<file path="src/include/laser_bus_consts.svh">
`ifndef LASER_BUS_CONSTS_SVH
`define LASER_BUS_CONSTS_SVH

// Bus-cycle length in CLK50MHZ clocks
`define LB_NORMAL_CYCLES	14
`define LB_TURBO_CYCLES		4

// Address widths of the on-board RAMs
`define LB_VRAM_AW		11	// 2 KB video RAM at 7000
`define LB_RAM_AW		14	// 16 KB base RAM at 7800

// I/O port of the SHRG graphics-mode register
`define LB_SHRG_PORT		32

// Reset values of the board latches
`define LB_SHRG_RESET		8'h08	// GM field of 2
`define LB_IO_LATCH_RESET	8'h00

// Read value where nothing answers
`define LB_UNMAPPED_DATA	8'hFF

// Top bit of the keyboard byte is never driven low
`define LB_KEY_BIT7		1'b1

`endif

</file>
<file path="src/hw/laser_bus_pkg.sv">
package laser_bus_pkg;

	// Z80 address and data
	typedef logic [15:0] cpu_addr_t;
	typedef logic [7:0]  bus_byte_t;

	// Key matrix, index row*8+column, 0 means pressed
	// Columns 6 and 7 of each row are not wired
	typedef logic [63:0] key_mat_t;

	// Extended PS/2 keys, active low
	// 0 right Shift, 1 Esc, 2 Up, 3 Left and Backspace, 4 Right, 5 Down
	typedef logic [5:0]  key_ex_t;

	// Memory map regions seen by the CPU
	typedef enum logic [1:0] {
		REGION_UNMAPPED,
		REGION_KEY_IO,
		REGION_VRAM,
		REGION_RAM
	} bus_region_t;

	// Bus-cycle sequencer phases
	typedef enum logic [1:0] {
		PH_STROBE,
		PH_LATCH,
		PH_SETTLE,
		PH_WAIT
	} seq_phase_t;

endpackage

</file>
<file path="src/hw/read_select.sv">
`timescale 1ns/1ps
`include "laser_bus_consts.svh"

module read_select (
	input  logic                       CLK50MHZ,
	input  logic                       RESET_N,
	input  logic                       latch_i,
	input  laser_bus_pkg::bus_region_t region_i,
	input  laser_bus_pkg::bus_byte_t   key_byte_i,
	input  laser_bus_pkg::bus_byte_t   vram_q_i,
	input  laser_bus_pkg::bus_byte_t   ram_q_i,
	output laser_bus_pkg::bus_byte_t   cpu_din_o
);

	laser_bus_pkg::bus_byte_t key_byte_q;

	// Keyboard column byte frozen for the rest of the bus cycle
	always_ff @(posedge CLK50MHZ or negedge RESET_N)
	begin
		if (!RESET_N)
			key_byte_q <= 8'h00;
		else if (latch_i)
			key_byte_q <= key_byte_i;
	end

	always_comb
	begin
		case (region_i)
			laser_bus_pkg::REGION_KEY_IO: cpu_din_o = key_byte_q;
			laser_bus_pkg::REGION_VRAM:   cpu_din_o = vram_q_i;
			laser_bus_pkg::REGION_RAM:    cpu_din_o = ram_q_i;
			default:                      cpu_din_o = `LB_UNMAPPED_DATA;	// ROM windows too
		endcase
	end

endmodule

</file>
<file path="config.mk">
export PLATFORM = sky130hd
export DESIGN_NAME = read_select
export DESIGN_NICKNAME = d
export VERILOG_FILES = /design/src/hw/laser_bus_pkg.sv /design/src/hw/read_select.sv
export VERILOG_INCLUDE_DIRS = /design/src /design/src/include
export SDC_FILE = /design/constraint.sdc
export NUM_CORES = 1
export LEC_CHECK = 0
export BUFFER_PORTS_ARGS = -buffer_cell sky130_fd_sc_hd__buf_2
export CORE_UTILIZATION = 37
export CTS_CLUSTER_DIAMETER = 40
export DETAILED_ROUTE_END_ITERATION = 7
export GPL_TIMING_DRIVEN = 0
export PLACE_DENSITY = 0.86
export SYNTH_ARGS = -nofsm -noshare
export SYNTH_HDL_FRONTEND = slang
export SYNTH_SLANG_ARGS = --single-unit
</file>
<file path="constraint.sdc">
create_clock -name CLK50MHZ -period 1 [get_ports CLK50MHZ]
set_input_delay 0.2 -clock CLK50MHZ [delete_from_list [all_inputs] [get_ports CLK50MHZ]]
set_output_delay 0.2 -clock CLK50MHZ [all_outputs]
set_load 0.02 [all_outputs]
</file>
==> flow_summary.ini, run 1 <==
[timing]
period_share_pct = 113
fmax_ghz = 0.883
hold_viol = 0
finalCriticalPeriod_ns = 1.13
rsz0062_at_grt = yes
fin_skew_ns = 0
worst_slew_pin_slew_ns = 0.232
fin_hold_ws_ns = 0.191
relSlewSlack_pct = 84.1
finalSetupTns_ns = -0.851
finalSetupViolations = 8
drv_slew = 0
setup_ws_ns = -0.132

[floorplan]
die_h_um = 38.2
core_area_mm2 = 0.00116
fp.dieW_um = 38.2
start_util_pct = 42.0
dieArea_mm2 = 0.00146
ios = 37
core.rowCount = 12

[synth]
ys_seq_area_share_pct = 41.2
synth-seq-cells = 8
syn_avg_cell_area_um2 = 13.1
synthCells = 37
synth_cell_types = 7
ys_warn_count = 0
synth_area_um2 = 485
syn-num-nets = 66

[setup_path]
critPathKind = flip-flop to primary output
worstPathMaxFanout = 2
cp_data_arrival_time_ns = 0.93
worst_setup_path_start_kind = flip-flop
critPathCaptureType = primary output
cp.required_ns = 0.80

[clock_tree]
clock-root-buffer = clkbuf_4
cts_buffer_depth = 2
h-tree-depth = 1
clock-sinks = 8
clock_latency_ns = 0.24
cts.clk_slew.worst_paths_ns = 0.05
tritoncts = yes
numCtsBuffers = 3

[placed_design]
gp_congestion = 0.600
dpl.hpwl_um = 938
portBuffers = 33

[grt]
first_global_vias = 447
grt_util_met2_pct = 34.7
grt.busiest_layer = met2
grtUsageMet3_pct = 0
gr-total-overflow = 0
use_met1_pct = 18.0
antenna_found_initial = 0
grt_usage_pct = 17.2
grt_pass1_wl_um = 1730
grt_start_max_net_pins = 10

[layout]
reg_top3 = key_byte_q: 8 flops
drive_above_1_share_pct = 78.5
area_delta_synth_final_pct = 73.5
nets = 110
n_fill_cell = 87
largest_register = key_byte_q
largest_register_ffs = 8
diodes = 0

[power]
p_switching_uw = 257
internal-power_uw = 714
p_sw_share_pct = 26.5
power_density_mw_per_mm2 = 1150
power_frac_seq_pct = 39.5
p_leak_uw = 0.000420
power_frac_clock_pct = 23.2
vdd_ir_drop_max_uv = 932
p_comb_share_pct = 37.2

[min_path]
hp-class = input port to flip-flop

[routing]
drc_errors = 0
firstDrtPassIters = 2
vias = 456
detail-route-antenna-nets = 0
wl_um = 1220
avgViaCountPerCell = 4.90
avgRoutedWirePerCell_um = 13.2
drt_iter0_markers = 1

[run_status]
violations = setup timing
outcome = finished, violations left

[job]
drv_cap = 0
## synth_stat cells (all sizes together)
cell type	number	share of area (%)
nand2b	1	1.3
mux2i	8	16
a2bb2oi	8	14
mux2	8	19
buf	4	8.0
dfrtp	8	41
## power by group through the flow
stage / clock [uW] / sequential, uW / combinational, uW
final: 226 / 384 / 362
after global routing: 264 / 386 / 387
after CTS: 240 / 378 / 313
after detailed placement: 0 / 382 / 257
after global placement: 0 / 379 / 250
after floorplan: 0 / 374 / 165
## timing repair
action | in CTS | in global routing
hold buffers | 1 | 0
gates resized for setup | 9 | 15
setup buffers | 5 | 0
endpoints found under the setup margin | 8 | 8
pin swaps | 8 | 0
endpoints found under the hold margin | 8 | 0
## per-layer routing
layer,routed length (um),share of wire (%)
met2,683,56
met1,477,39
met5,0,0
met4,0,0
met3,62,5.1
## path summary, 6_finish.rpt
kind / startpoint / endpoint / slack, ns / cells after the start
max: key_byte_q[2] / cpu_din_o[2] / -0.13 / 2
min: key_byte_i[0] / key_byte_q[0] / 0.19 / 2
min in group asynchronous: RESET_N / key_byte_q[1] / 0.32 / 2
max reg2reg: key_byte_q[1] / key_byte_q[1] / 0.11 / 2
max in group asynchronous: RESET_N / key_byte_q[2] / 0.52 / 2
min reg2reg: key_byte_q[6] / key_byte_q[6] / 0.55 / 1
## cell usage in the layout, fill, tap and decap left out
master         Yosys  final
buf_6              3     10
mux2_2             8      8
dlygate4sd3_1      0      1
mux2i_1            8      8
dfrtp_1            8      8
buf_2              1     26
nand2b_4           0      1
buf_4              0      6
a2bb2oi_2          0      8
clkbuf_4           0      3
## per-stage QoR
step	setup WS [ns]	util (%)	cell area (um^2)	std cells	power (uW)
2_1_floorplan	-0.121	-	485	37	538
3_3_place_gp	-0.0736	57.8	668	84	629
3_5_place_dp	-0.0893	57.8	668	84	640
4_1_cts	-0.146	66.5	768	93	930
5_1_grt	-0.162	72.8	842	93	1040
6_report	-0.132	72.8	842	93	971
## critical path: stages, from the launching register on
cell and delay [ns]:
dfrtp_1 0.40, a2bb2oi_2 0.14, buf_4 0.16
## logic make-up (layout without fill, tap and decap cells)
| group | Yosys count | after routing | share of synthesized area [%] |
|---|---|---|---|
| flops | 8 | 8 | 41.2 |
| mux | 16 | 16 | 35.1 |
| simple gates | 1 | 1 | 1.29 |
| compound gates | 8 | 8 | 14.4 |
| buf+inv | 4 | 46 | 7.99 |
## final cells by class
cell class	instances	area, um^2	area share (%)
multi-input combinational	25	304	36.1
timing repair buffer	39	259	30.8
sequential	8	200	23.8
buffer	4	38.8	4.61
clock buffer	3	22.5	2.67
tap	14	17.5	2.08
Power figures use the tool's default switching activity.
==> run 2: changes to the inputs <==
--- a/config.mk
+++ b/config.mk
@@ -7,6 +7,7 @@
 export NUM_CORES = 1
 export LEC_CHECK = 0
 export BUFFER_PORTS_ARGS = -buffer_cell sky130_fd_sc_hd__buf_2
+export CORE_MARGIN = 10
 export CORE_UTILIZATION = 37
 export CTS_CLUSTER_DIAMETER = 40
 export DETAILED_ROUTE_END_ITERATION = 7
==> run 2 against run 1 <==
  * The flow still finishes with violations (setup timing)
  * Power fell by 2.0%
  * Design area shrank 3.7%
  * Global-route usage is 8.0 points lower
==> flow_summary.ini, run 2 (synthesized netlist as in run 1, its figures left out) <==
[run_status]
outcome = finished, violations left
violations = setup timing

[power]
power_frac_clock_pct = 24.1
p_switching_uw = 254
vdd_ir_drop_max_uv = 901
power_uw = 951
p_leak_uw = 0.000408
p_sw_share_pct = 26.7
p_comb_share_pct = 35.7
power_density_mw_per_mm2 = 1170
internal-power_uw = 697
power_frac_seq_pct = 40.2

[timing]
finalCriticalPeriod_ns = 1.12
fin_skew_ns = 0
setup_ws_ns = -0.119
rsz0062_at_grt = yes
period_share_pct = 112
worst_slew_pin_slew_ns = 0.206
fmax_ghz = 0.894
hold_viol = 0
finalSetupViolations = 8
relSlewSlack_pct = 85.9
drv_slew = 0

[clock_tree]
tritoncts = yes
cts_buffer_depth = 2
clock-root-buffer = clkbuf_4
h-tree-depth = 1
clock-sinks = 8
clock_latency_ns = 0.24
cts.clk_slew.worst_paths_ns = 0.05
numCtsBuffers = 3

[setup_path]
worst_r2r_endpoint = key_byte_q[2]
cp_top_family = flip-flops
cp_data_arrival_time_ns = 0.92
worst_setup_path_start_kind = flip-flop
path_cells = a2bb2oi_2, buf_6
cp.required_ns = 0.80
r2r-start = key_byte_q[2]
critPathBufInv = 1
critPathKind = flip-flop to primary output
rrSetupSlack_ns = 0.11
critPathCaptureType = primary output
reg2regPathDepth = 2
slowest_stage = dfrtp_1
worstPathMaxFanout = 2
critical-path-max-stage-delay_ns = 0.40

[routing]
detail-route-antenna-nets = 0
vias = 448
avgRoutedWirePerCell_um = 16.3
drc_errors = 0
avgViaCountPerCell = 4.92
drt_iter0_markers = 5
firstDrtPassIters = 2
wl_um = 1490

[grt]
first_global_vias = 509
grt_start_max_net_pins = 10
grt_usage_pct = 9.19
gr-total-overflow = 0
antenna_found_initial = 0
grt_pass1_wl_um = 2390

[floorplan]
core.rowCount = 12
fp.dieW_um = 56.2
core_area_mm2 = 0.00117
ios = 37
dieArea_mm2 = 0.00316
die_h_um = 56.2
start_util_pct = 41.5

[layout]
area_delta_synth_final_pct = 67.0
largest_register_ffs = 8
diodes = 0
drive_above_1_share_pct = 75.3
mostFrequentLayoutCell = buf_2
largest_register = key_byte_q
reg_top3 = key_byte_q: 8 flops
nets = 108
most-common-layout-cells = 26 x buf_2, 9 x buf_6, 8 x mux2i_1, 8 x mux2_2, 8 x dfrtp_1

[min_path]
whs_path_depth = 2
hold_end = key_byte_q[5]
hp-class = input port to flip-flop
hold_start = key_byte_i[5]

[placed_design]
place_ws_ns = -0.111
gp_congestion = 0.649
portBuffers = 33

[job]
drv_cap = 0
run 2: layout make-up:
type / count / area [um^2]
Timing Repair Buffer: 37 / 240
Clock buffer: 3 / 22.5
Tap cell: 14 / 17.5
Fill cell: 90 / 360
Sequential cell: 8 / 200
Buffer: 4 / 38.8
Multi-Input combinational cell: 25 / 292
run 2: worst reg2reg max path, stage by stage, from the launching register on:
cell	delay [ns]
dfrtp_1	0.40
buf_4	0.14
mux2_2	0.25
run 2: how the worst max path moves through the flow:
stage	startpoint	to	slack, ns	cells past startpoint
floorplan	region_i[1]	cpu_din_o[0]	-0.12	4
global placement	region_i[1]	cpu_din_o[4]	-0.07	5
detailed placement	region_i[1]	cpu_din_o[1]	-0.11	5
CTS	key_byte_q[4]	cpu_din_o[4]	-0.14	2
global route	key_byte_q[2]	cpu_din_o[2]	-0.17	2
finish	key_byte_q[4]	cpu_din_o[4]	-0.12	2
run 2: metal layers:
layer | GRT usage [%] | share of wire (%) | vias to the layer above | routed length (um)
met5 | 0 | 0 | - | 0
met4 | 3.07 | 0 | 0 | 0
met3 | 2.96 | 7.1 | 0 | 106
met2 | 18.1 | 56 | 18 | 839
met1 | 8.40 | 36 | 211 | 540
li1 | - | - | 219 | -
run 2: stage by stage:
stage | area [um^2] | util [%] | hold slack, ns | setup TNS, ns | std cells
floorplan | 485 | - | -0.0956 | -0.968 | 37
global placement | 668 | 57.1 | 0.0435 | -0.528 | 84
detailed placement | 668 | 57.1 | 0.0468 | -0.634 | 84
CTS | 773 | 66.0 | 0.183 | -0.925 | 91
global route | 811 | 69.2 | 0.188 | -1.20 | 91
finish | 811 | 69.2 | 0.188 | -0.866 | 91
run 2: power groups by stage:
stage                     registers (uW)  logic, uW  clock network, uW
final                                382        340                230
after global placement               379        253                  0
after detailed placement             383        261                  0
after floorplan                      374        165                  0
after global routing                 387        364                253
after CTS                            380        319                236
run 2: timing repair:
| item | CTS | global route |
|---|---|---|
| gates cloned | 0 | 0 |
| resized for setup | 14 | 7 |
| hold buffers | 1 | 0 |
| pin swaps | 8 | 0 |
| setup endpoints to repair | 8 | 8 |
| buffers inserted | 3 | 0 |
| hold endpoints to repair | 8 | 0 |
