<file path="src/include/laser_bus_consts.svh">
`ifndef LASER_BUS_CONSTS_SVH
`define LASER_BUS_CONSTS_SVH

// Bus-cycle length in CLK50MHZ clocks
`define LB_NORMAL_CYCLES	14
`define LB_TURBO_CYCLES		4

// Address widths of the on-board RAMs
`define LB_VRAM_AW		11	// 2 KB video RAM at 7000
`define LB_RAM_AW		14	// 16 KB base RAM at 7800

// I/O port of the SHRG graphics-mode register
`define LB_SHRG_PORT		32

// Reset values of the board latches
`define LB_SHRG_RESET		8'h08	// GM field of 2
`define LB_IO_LATCH_RESET	8'h00

// Read value where nothing answers
`define LB_UNMAPPED_DATA	8'hFF

// Top bit of the keyboard byte is never driven low
`define LB_KEY_BIT7		1'b1

`endif

</file>
<file path="src/hw/laser_bus_pkg.sv">
package laser_bus_pkg;

	// Z80 address and data
	typedef logic [15:0] cpu_addr_t;
	typedef logic [7:0]  bus_byte_t;

	// Key matrix, index row*8+column, 0 means pressed
	// Columns 6 and 7 of each row are not wired
	typedef logic [63:0] key_mat_t;

	// Extended PS/2 keys, active low
	// 0 right Shift, 1 Esc, 2 Up, 3 Left and Backspace, 4 Right, 5 Down
	typedef logic [5:0]  key_ex_t;

	// Memory map regions seen by the CPU
	typedef enum logic [1:0] {
		REGION_UNMAPPED,
		REGION_KEY_IO,
		REGION_VRAM,
		REGION_RAM
	} bus_region_t;

	// Bus-cycle sequencer phases
	typedef enum logic [1:0] {
		PH_STROBE,
		PH_LATCH,
		PH_SETTLE,
		PH_WAIT
	} seq_phase_t;

endpackage

</file>
<file path="src/hw/bus_phase_gen.sv">
`timescale 1ns/1ps
`include "laser_bus_consts.svh"

module bus_phase_gen (
	input  logic CLK50MHZ,
	input  logic RESET_N,
	input  logic turbo_i,
	output logic cpu_clk_o,
	output logic wr_commit_o,
	output logic latch_o
);

	laser_bus_pkg::seq_phase_t phase;
	logic [3:0] wait_cnt;	// Clocks left in PH_WAIT

	always_ff @(posedge CLK50MHZ or negedge RESET_N)
	begin
		if (!RESET_N)
		begin
			phase       <= laser_bus_pkg::PH_STROBE;
			wait_cnt    <= 4'd0;
			cpu_clk_o   <= 1'b0;
			wr_commit_o <= 1'b0;
			latch_o     <= 1'b0;
		end
		else
		begin
			case (phase)
				laser_bus_pkg::PH_STROBE:
				begin
					cpu_clk_o <= 1'b1;	// One clock wide
					phase     <= laser_bus_pkg::PH_LATCH;
				end
				laser_bus_pkg::PH_LATCH:
				begin
					// Bus inputs have settled here, commit writes and latch data
					cpu_clk_o   <= 1'b0;
					wr_commit_o <= 1'b1;
					latch_o     <= 1'b1;
					phase       <= laser_bus_pkg::PH_SETTLE;
				end
				laser_bus_pkg::PH_SETTLE:
				begin
					wr_commit_o <= 1'b0;
					latch_o     <= 1'b0;
					// Three phases already spent plus the final wait clock
					if (turbo_i)
						wait_cnt <= 4'(`LB_TURBO_CYCLES - 4);
					else
						wait_cnt <= 4'(`LB_NORMAL_CYCLES - 4);
					phase <= laser_bus_pkg::PH_WAIT;
				end
				default:
				begin
					if (wait_cnt == 4'd0)
						phase <= laser_bus_pkg::PH_STROBE;
					else
						wait_cnt <= wait_cnt - 4'd1;
				end
			endcase
		end
	end

endmodule

</file>
<file path="config.mk">
export PLATFORM = sky130hd
export DESIGN_NAME = bus_phase_gen
export DESIGN_NICKNAME = d
export VERILOG_FILES = /design/src/hw/laser_bus_pkg.sv /design/src/hw/bus_phase_gen.sv
export VERILOG_INCLUDE_DIRS = /design/src /design/src/include
export SDC_FILE = /design/constraint.sdc
export NUM_CORES = 1
export LEC_CHECK = 0
export BUFFER_PORTS_ARGS = -buffer_cell sky130_fd_sc_hd__buf_2
export CORE_ASPECT_RATIO = 1.2
export CORE_MARGIN = 2
export CORE_UTILIZATION = 30
export CTS_CLUSTER_SIZE = 16
export DETAILED_ROUTE_END_ITERATION = 12
export PLACE_DENSITY = 0.5
export RECOVER_POWER = 25
export REMOVE_ABC_BUFFERS = 1
export SLEW_MARGIN = 15
export SYNTH_ARGS = -nofsm -noshare
export SYNTH_HDL_FRONTEND = slang
export SYNTH_SLANG_ARGS = --single-unit
</file>
<file path="constraint.sdc">
create_clock -name CLK50MHZ -period 1.35 [get_ports CLK50MHZ]
set_input_delay 0.27 -clock CLK50MHZ [delete_from_list [all_inputs] [get_ports CLK50MHZ]]
set_output_delay 0.27 -clock CLK50MHZ [all_outputs]
set_load 0.01 [all_outputs]
</file>
==> results.md, run 1 <==
- Core region area: 0.00145 mm2
- Clock slew seen by the registers of the worst setup and hold paths: 0.06 ns
- Cts bufs inserted: 3
- Top cells by area, synth: dfrtp_1, ha_1, mux2_2, inv_1, nor2_1
- Clock latency on the worst-skew pair: 0.25 ns
- Final min period: 1.54 ns
- Fin Setup TNS: -0.667 ns
- Vias: 394
- Seq cells post-synth: 8
- Post-DRT Antenna Nets: 0
- VDD IR max: 0.00143 V
- # diodes: 0
- Pre-CTS setup slack: -0.203 ns
- Slew HR: 70.2%
- Unrepaired setup endpoints after global routing: true
- Rows: 15
- Synth warn: 0
- Post-DP HPWL: 719 um
- Fillers: 127
- Area fraction of the dominant cell type after synthesis: 42.6%
- Synthesized area: 470 um2
- Final setup viols: 6
- Wirelength per Cell: 12.6 um
- TritonCTS clock tree: done
- Final WS setup: -0.186 ns
- PwrDens: 2990 mW/mm2
- Largest net degree at the start of global routing: 9
- Initial antenna violation count: 0
- Number of library cell types mapped by synthesis: 22
- CP max FO: 3
- Clock share of power: 8.0%
- Worst-margin pin slew: 0.447 ns
- Sw power: 0.836 mW
- Arr. time, crit path: 1.66 ns
- Placed cell count: 77
- DRT iter0 DRCs: 3
- First-pass GRT wire length: 1.67 mm
- DIE AREA: 0.00190 mm2
- Req. time, crit path: 1.48 ns
- Crit path launch type: register
- Gpl congestion: 0.754
- Hold crit path type: in -> reg
- Register Area: 200 um2
- Final worst path period share: 114%
- Syn-to-layout area delta: 60.1%
- Max capacitance violation total: 0
- H-tree lvl count: 1
- Width of the die: 40.2 um
- DRC viols: 0
- Vias in the first global route: 396
- Critical path class: reg -> reg
- Number of top-level pins: 6
- Multi-input logic area: 325 um2
- Synth Instances: 43
- Bufs on Longest Clock Path: 2
- Switching part of the total: 37.2%
- Buffers on Ports: 5
- GRT Util Overall: 14.3%
- Cell taking the most area after synthesis: dfrtp_1
- Share of cells above drive strength 1: 64.7%
- GR Overflow Total: 0
- Clock Tree Root: clkbuf_4
- Post-synthesis sequential area ratio: 42.6%
- Die height: 47.4 um
- CTS sink cnt: 8
- Leakage: 0.347 nW
- Fmax: 651 MHz
- Via/cell ratio: 4.64
- Seq pwr share: 20.4%
- Result of the run: complete, but fails checks
- Max Clock Skew: 0.00995 ns
- DRT Pass-1 Iters: 4
- Final Hold Viols: 0
- Internal power: 1.41 mW
- Failing checks: negative setup slack
- Fin. max-slew vios: 0
- Combinational share of power: 71.6%
- Endpoint class of the critical path: register
- Layout Nets: 79
- Total wire length: 1.07 mm
- Non-filler instance count after layout: 85
- Synthesized area per cell: 10.9 um2
- Initial cell density of the core: 32.6%
flip-flops by register name, indices dropped and copies added, names as in the netlist:
register,cells
cpu_clk_o,1
latch_o,1
phase,2
wait_cnt,4
synthesized netlist by cell type:
| cell | instances |
|---|---|
| nand2b_1 | 1 |
| o21a_1 | 1 |
| dfrtp_1 | 8 |
| nor2_1 | 4 |
| o41ai_1 | 1 |
| o21ai_2 | 1 |
| buf_4 | 1 |
| nor4b_1 | 1 |
| mux2_2 | 3 |
| a21bo_2 | 1 |
| inv_1 | 5 |
| or3_1 | 1 |
| nor3_1 | 1 |
| or3b_4 | 1 |
| o2bb2ai_1 | 1 |
| nand2_1 | 1 |
| o21ai_0 | 1 |
| o22ai_1 | 1 |
| ha_1 | 6 |
| a311oi_1 | 1 |
| nand3_1 | 1 |
| mux2i_1 | 1 |
cell families after synthesis:
group | Yosys count | synth area share [%]
flops | 8 | 42.6
simple gates | 11 | 13.0
mux | 4 | 9.31
fa+ha+maj | 6 | 16.0
compound gates | 8 | 13.6
buf+inv | 6 | 5.59
path summary, 6_finish.rpt:
path	cells past startpoint	to	from	slack (ns)
max	5	phase[1]	wait_cnt[1]	-0.19
max reg2reg	5	phase[1]	wait_cnt[1]	-0.19
min reg2reg	2	cpu_clk_o	cpu_clk_o	0.48
max in group asynchronous	2	wait_cnt[0]	RESET_N	0.57
min	3	wait_cnt[1]	turbo_i	0.37
min in group asynchronous	2	phase[0]	RESET_N	0.46
metrics by stage:
step | total power [mW] | util (%) | instance area (um2) | hold slack [ns]
floorplan | 1.12 | - | 463 | -0.0256
global placement | 1.63 | 42.0 | 607 | 0.127
detailed placement | 1.63 | 42.0 | 607 | 0.124
CTS | 2.03 | 47.9 | 692 | 0.340
global route | 2.45 | 52.1 | 753 | 0.371
finish | 2.25 | 52.1 | 753 | 0.368
worst max-delay path: stages, from the launching register on:
cell and delay (ns):
dfrtp_1 0.39, inv_2 0.07, ha_2 0.16, or3b_4 0.41
nand2_2 0.09, mux2_4 0.29
what timing repair did:
action,CTS,global route
hold buffers,1,0
resized for setup,12,8
setup endpoints to repair,6,7
pin swaps,3,3
setup buffers,2,2
endpoints found under the hold margin,8,0
power groups by stage:
stage | clock, mW | combinational [mW] | sequential (mW)
6_report | 0.180 | 1.61 | 0.459
5_1_grt | 0.214 | 1.77 | 0.467
4_1_cts | 0.195 | 1.38 | 0.458
3_5_place_dp | 0 | 1.18 | 0.455
3_3_place_gp | 0 | 1.18 | 0.452
2_1_floorplan | 0 | 0.655 | 0.466
cell type report:
class	instances	share of cell area (%)
repair buffers	23	21.9
well taps	17	2.82
flip-flops and latches	8	26.6
inverters	5	2.49
clock buffers	3	2.99
multi-input cells	29	43.2
cells in the final DEF (no fill, tap or decap), drive strengths merged:
master and count:
a21bo 1, a311oi 1, buf 21, clkbuf 4
dfrtp 8, dlygate4sd3 1, ha 6, inv 5
mux2 3, mux2i 1, nand2 1, nand2b 1
nand3 1, nor2 4, nor3 1, nor4b 1
o21a 1, o21ai 2, o22ai 1, o2bb2ai 1
o41ai 1, or3 1, or3b 1
metal layers:
metal,up-vias,GRT usage [%],wire length (um)
met2,6,22.3,610
met4,0,8.28,0
met3,0,7.11,25
li1,203,-,-
met5,-,0,0
met1,185,15.5,437
No activity file was read; power rests on OpenSTA's default activity.
==> run 2, diff against run 1 <==
- PLACE_DENSITY: 0.5 -> 0.48
- clock period: 1.35 -> 2 ns (I/O delays scaled with it)
==> results.md, run 2 (same netlist as run 1, synthesis figures left out) <==
- Arr. time, crit path: 1.74 ns
- Biggest register: wait_cnt
- Layout Nets: 62
- GRT Util Overall: 10.7%
- Post-DP HPWL: 619 um
- Cts bufs inserted: 3
- # diodes: 0
- Result of the run: finished clean
- Clock Tree Root: clkbuf_4
- Worst-margin pin slew: 0.431 ns
- VDD IR max: 0.000559 V
- R2R Setup Slk: 0.40 ns
- WHS: 0.472 ns
- FF-to-FF path depth: 5
- CTS sink cnt: 8
- Max capacitance violation total: 0
- Worst Hold Endpoint: wait_cnt[1]
- DRT iter0 DRCs: 9
- Max FFs per register: 4
- Final setup viols: 0
- HP Start: turbo_i
- Unrepaired setup endpoints after global routing: false
- Die height: 47.4 um
- Endpoint class of the critical path: register
- Share of cells above drive strength 1: 25.5%
- Largest net degree at the start of global routing: 9
- Final worst path period share: 80.2%
- Core region area: 0.00145 mm2
- Buffers on Ports: 5
- Req. time, crit path: 2.14 ns
- DRT Pass-1 Iters: 4
- Critical path class: reg -> reg
- DIE AREA: 0.00190 mm2
- Leakage: 0.253 nW
- Total wire length: 776 um
- Placed cell count: 64
- Width of the die: 40.2 um
- Most frequent cells in the layout: dfrtp_1, ha_1, inv_1
- Post-DRT Antenna Nets: 0
- Fin. max-slew vios: 0
- Reg2reg start: wait_cnt[0]
- Max Clock Skew: 0.00257 ns
- Fmax: 623 MHz
- PwrDens: 1850 mW/mm2
- Commonest non-fill, non-tap cell in the layout: dfrtp_1
- CP max FO: 3
- Wirelength per Cell: 11.4 um
- Bufs on Longest Clock Path: 2
- DRC viols: 0
- Initial antenna violation count: 0
- Hold crit path type: in -> reg
- Initial cell density of the core: 32.6%
- Vias: 354
- Via/cell ratio: 5.21
- Largest regs: wait_cnt (4), phase (2)
- Gpl congestion: 0.740
- Syn-to-layout area delta: 14.9%
- Finished Cell Area: 541 um2
- First-pass GRT wire length: 1.35 mm
- GR Overflow Total: 0
- Slew HR: 71.3%
- Vias in the first global route: 329
- Clock latency on the worst-skew pair: 0.25 ns
- Clock slew seen by the registers of the worst setup and hold paths: 0.05 ns
- Fin Setup TNS: 0 ns
- Number of top-level pins: 6
- Final min period: 1.60 ns
- Placed Area: 509 um2
- H-tree lvl count: 1
- Non-filler instance count after layout: 68
- Fillers: 139
- Rows: 15
- Hold Path Depth: 3
- Final Hold Viols: 0
- Worst reg2reg path endpoint: phase[1]
- Crit path launch type: register
- TritonCTS clock tree: done
## run 2: where the power goes
part	internal (mW)	switching [mW]	total [mW]
registers	0.251	0.0615	0.312
logic	0.284	0.285	0.569
clock network	0.0685	0.0522	0.121
## run 2: layout make-up
class / count / area [um2] / share of cell area (%)
Multi-Input combinational cell: 29 / 244 / 45.1
Sequential cell: 8 / 200 / 37.0
Timing Repair Buffer: 6 / 33.8 / 6.25
Clock buffer: 3 / 22.5 / 4.17
Tap cell: 17 / 21.3 / 3.94
Inverter: 5 / 18.8 / 3.47
## run 2: routing by layer
layer / vias up / track usage (%) / wire length [um]
met5: - / 0 / 0
met4: 0 / 6.21 / 7
met3: 2 / 2.84 / 47
met2: 14 / 14.8 / 373
met1: 165 / 14.8 / 347
li1: 173 / - / -
## run 2: repair_timing
action	CTS	global route
buffers inserted	0	0
hold buffers	1	0
gates resized for setup	0	0
endpoints found under the hold margin	8	0
## run 2: worst max-delay path by stage
stage	from	to	slack [ns]	cells past startpoint
2_1_floorplan	wait_cnt[0]	phase[1]	0.49	5
3_3_place_gp	wait_cnt[0]	phase[1]	0.46	5
3_5_place_dp	wait_cnt[0]	phase[1]	0.41	5
4_1_cts	wait_cnt[0]	phase[1]	0.39	5
5_1_grt	phase[0]	phase[1]	0.30	5
6_report	wait_cnt[0]	phase[1]	0.40	5
## run 2: critical path: stages (launching register included)
cell and delay, ns:
dfrtp_1 0.39, inv_1 0.11, ha_1 0.15, or3b_4 0.39, nand2_1 0.12, mux2_2 0.34
## run 2: metrics by stage
stage	setup WS (ns)	util (%)	total power [mW]
finish	0.395	37.4	1.00
global route	0.296	37.4	1.11
CTS	0.395	37.5	1.01
detailed placement	0.408	35.2	0.883
global placement	0.456	35.2	0.869
floorplan	0.494	-	0.757
==> run 3, diff against run 2 <==
- clock period: 2 -> 1.5 ns (I/O delays scaled with it)
==> results.md, run 3 (same netlist as run 1, synthesis figures left out) <==
- Result of the run: finished clean
- Utilization after layout: 46.8%
- Core region area: 0.00145 mm2
- DRT iter0 DRCs: 8
- Initial antenna violation count: 0
- # diodes: 0
- Most frequent cells in the layout: buf_4, dfrtp_1, buf_2
- Arr. time, crit path: 1.60 ns
- Clock slew seen by the registers of the worst setup and hold paths: 0.05 ns
- Largest regs: wait_cnt (4), phase (2)
- Post-DRT Antenna Nets: 0
- Highest-delay cell along the critical path: or3b_4
- Final setup viols: 0
- Critical path class: reg -> reg
- Largest net degree at the start of global routing: 9
- GR Overflow Total: 0
- TritonCTS clock tree: done
- Commonest non-fill, non-tap cell in the layout: buf_4
- FF-to-FF path depth: 5
- H-tree lvl count: 1
- DRC viols: 0
- Buffers on Ports: 5
- Max capacitance violation total: 0
- Hold crit path type: in -> reg
- Endpoint class of the critical path: register
- Syn-to-layout area delta: 43.9%
- Max FFs per register: 4
- Req. time, crit path: 1.63 ns
- Clock Tree Root: clkbuf_4
- Final Hold Viols: 0
- DRT Pass-1 Iters: 4
- Share of cells above drive strength 1: 57.4%
- Cts bufs inserted: 3
- Reg2reg start: wait_cnt[1]
- CP max FO: 3
- Total wire length: 1.03 mm
- Final worst path period share: 97.9%
- Final WS setup: 0.0319 ns
- Placed Area: 562 um2
- CTS sink cnt: 8
- Clock latency on the worst-skew pair: 0.25 ns
- Vias: 384
- Max incr delay on CP: 0.40 ns
- Critical path, cell by cell: inv_2 -> ha_1 -> or3b_4 -> nand2_2 -> mux2_4
- Slew HR: 70.0%
- DIE AREA: 0.00190 mm2
- Rows: 15
- Final min period: 1.47 ns
- Fin Setup TNS: 0 ns
- Fin. max-slew vios: 0
- Initial cell density of the core: 32.6%
- Bufs on Longest Clock Path: 2
- HP Start: turbo_i
- Finished Cell Area: 677 um2
- PwrDens: 2670 mW/mm2
- VDD IR max: 0.00103 V
- Leakage: 0.310 nW
- Pre-CTS setup slack: -0.00150 ns
- Via/cell ratio: 4.92
- Worst-margin pin slew: 0.450 ns
- Post-DP HPWL: 694 um
- First-pass GRT wire length: 1.54 mm
- Die height: 47.4 um
- Wirelength per Cell: 13.2 um
- Hold Path Depth: 3
- Number of top-level pins: 6
- Max Clock Skew: 0.00348 ns
- Gpl congestion: 0.792
- Width of the die: 40.2 um
- Layout Nets: 72
- GRT Util Overall: 12.2%
- Tot Pwr: 1.81 mW
- Biggest register: wait_cnt
- Unrepaired setup endpoints after global routing: true
- Worst Setup SP: wait_cnt[1]
- Crit path launch type: register
- Vias in the first global route: 365
- Fmax: 681 MHz
[run 3: worst paths after layout]
kind / endpoint / slack, ns
max reg2reg: phase[1] / 0.03
min reg2reg: cpu_clk_o / 0.50
max in group asynchronous: wait_cnt[0] / 0.68
min: wait_cnt[1] / 0.38
max: phase[1] / 0.03
min in group asynchronous: phase[1] / 0.51
[run 3: final cells by class]
cell class,count,area (um2)
multi-input combinational,29,302
inverter,5,18.8
clock buffer,3,22.5
tap,17,21.3
sequential,8,200
timing repair buffer,16,113
fill,129,768
[run 3: critical path, delay by kind of cell (launching register included)]
kind / cells / cell delay [ns]
adders and majority gates: 1 / 0.12
buffers and inverters: 1 / 0.06
DFF: 1 / 0.39
muxes: 1 / 0.29
and+or+nand+nor: 2 / 0.49
[run 3: repair_timing]
action | CTS | global route
gates resized for setup | 1 | 15
pin swaps | 0 | 2
gates cloned | 0 | 0
setup buffers | 0 | 3
endpoints found under the setup margin | 1 | 6
hold endpoints to repair | 8 | 0
hold buffers | 1 | 0
[run 3: power by group]
group / switching (mW) / internal, mW
combinational: 0.535 / 0.687
clock: 0.0658 / 0.0911
sequential: 0.0972 / 0.334
total: 0.698 / 1.11
[run 3: metrics by stage]
stage / cells / hold slack (ns)
floorplan: 42 / 0.00441
global placement: 71 / 0.151
detailed placement: 71 / 0.154
CTS: 75 / 0.371
global route: 78 / 0.402
finish: 78 / 0.381
[run 3: per-layer routing]
layer,vias to the layer above,track usage (%),wire length [um]
li1,186,-,-
met5,-,0,0
met2,6,18.4,552
met3,2,1.42,24
met1,190,16.1,445
met4,0,8.28,5
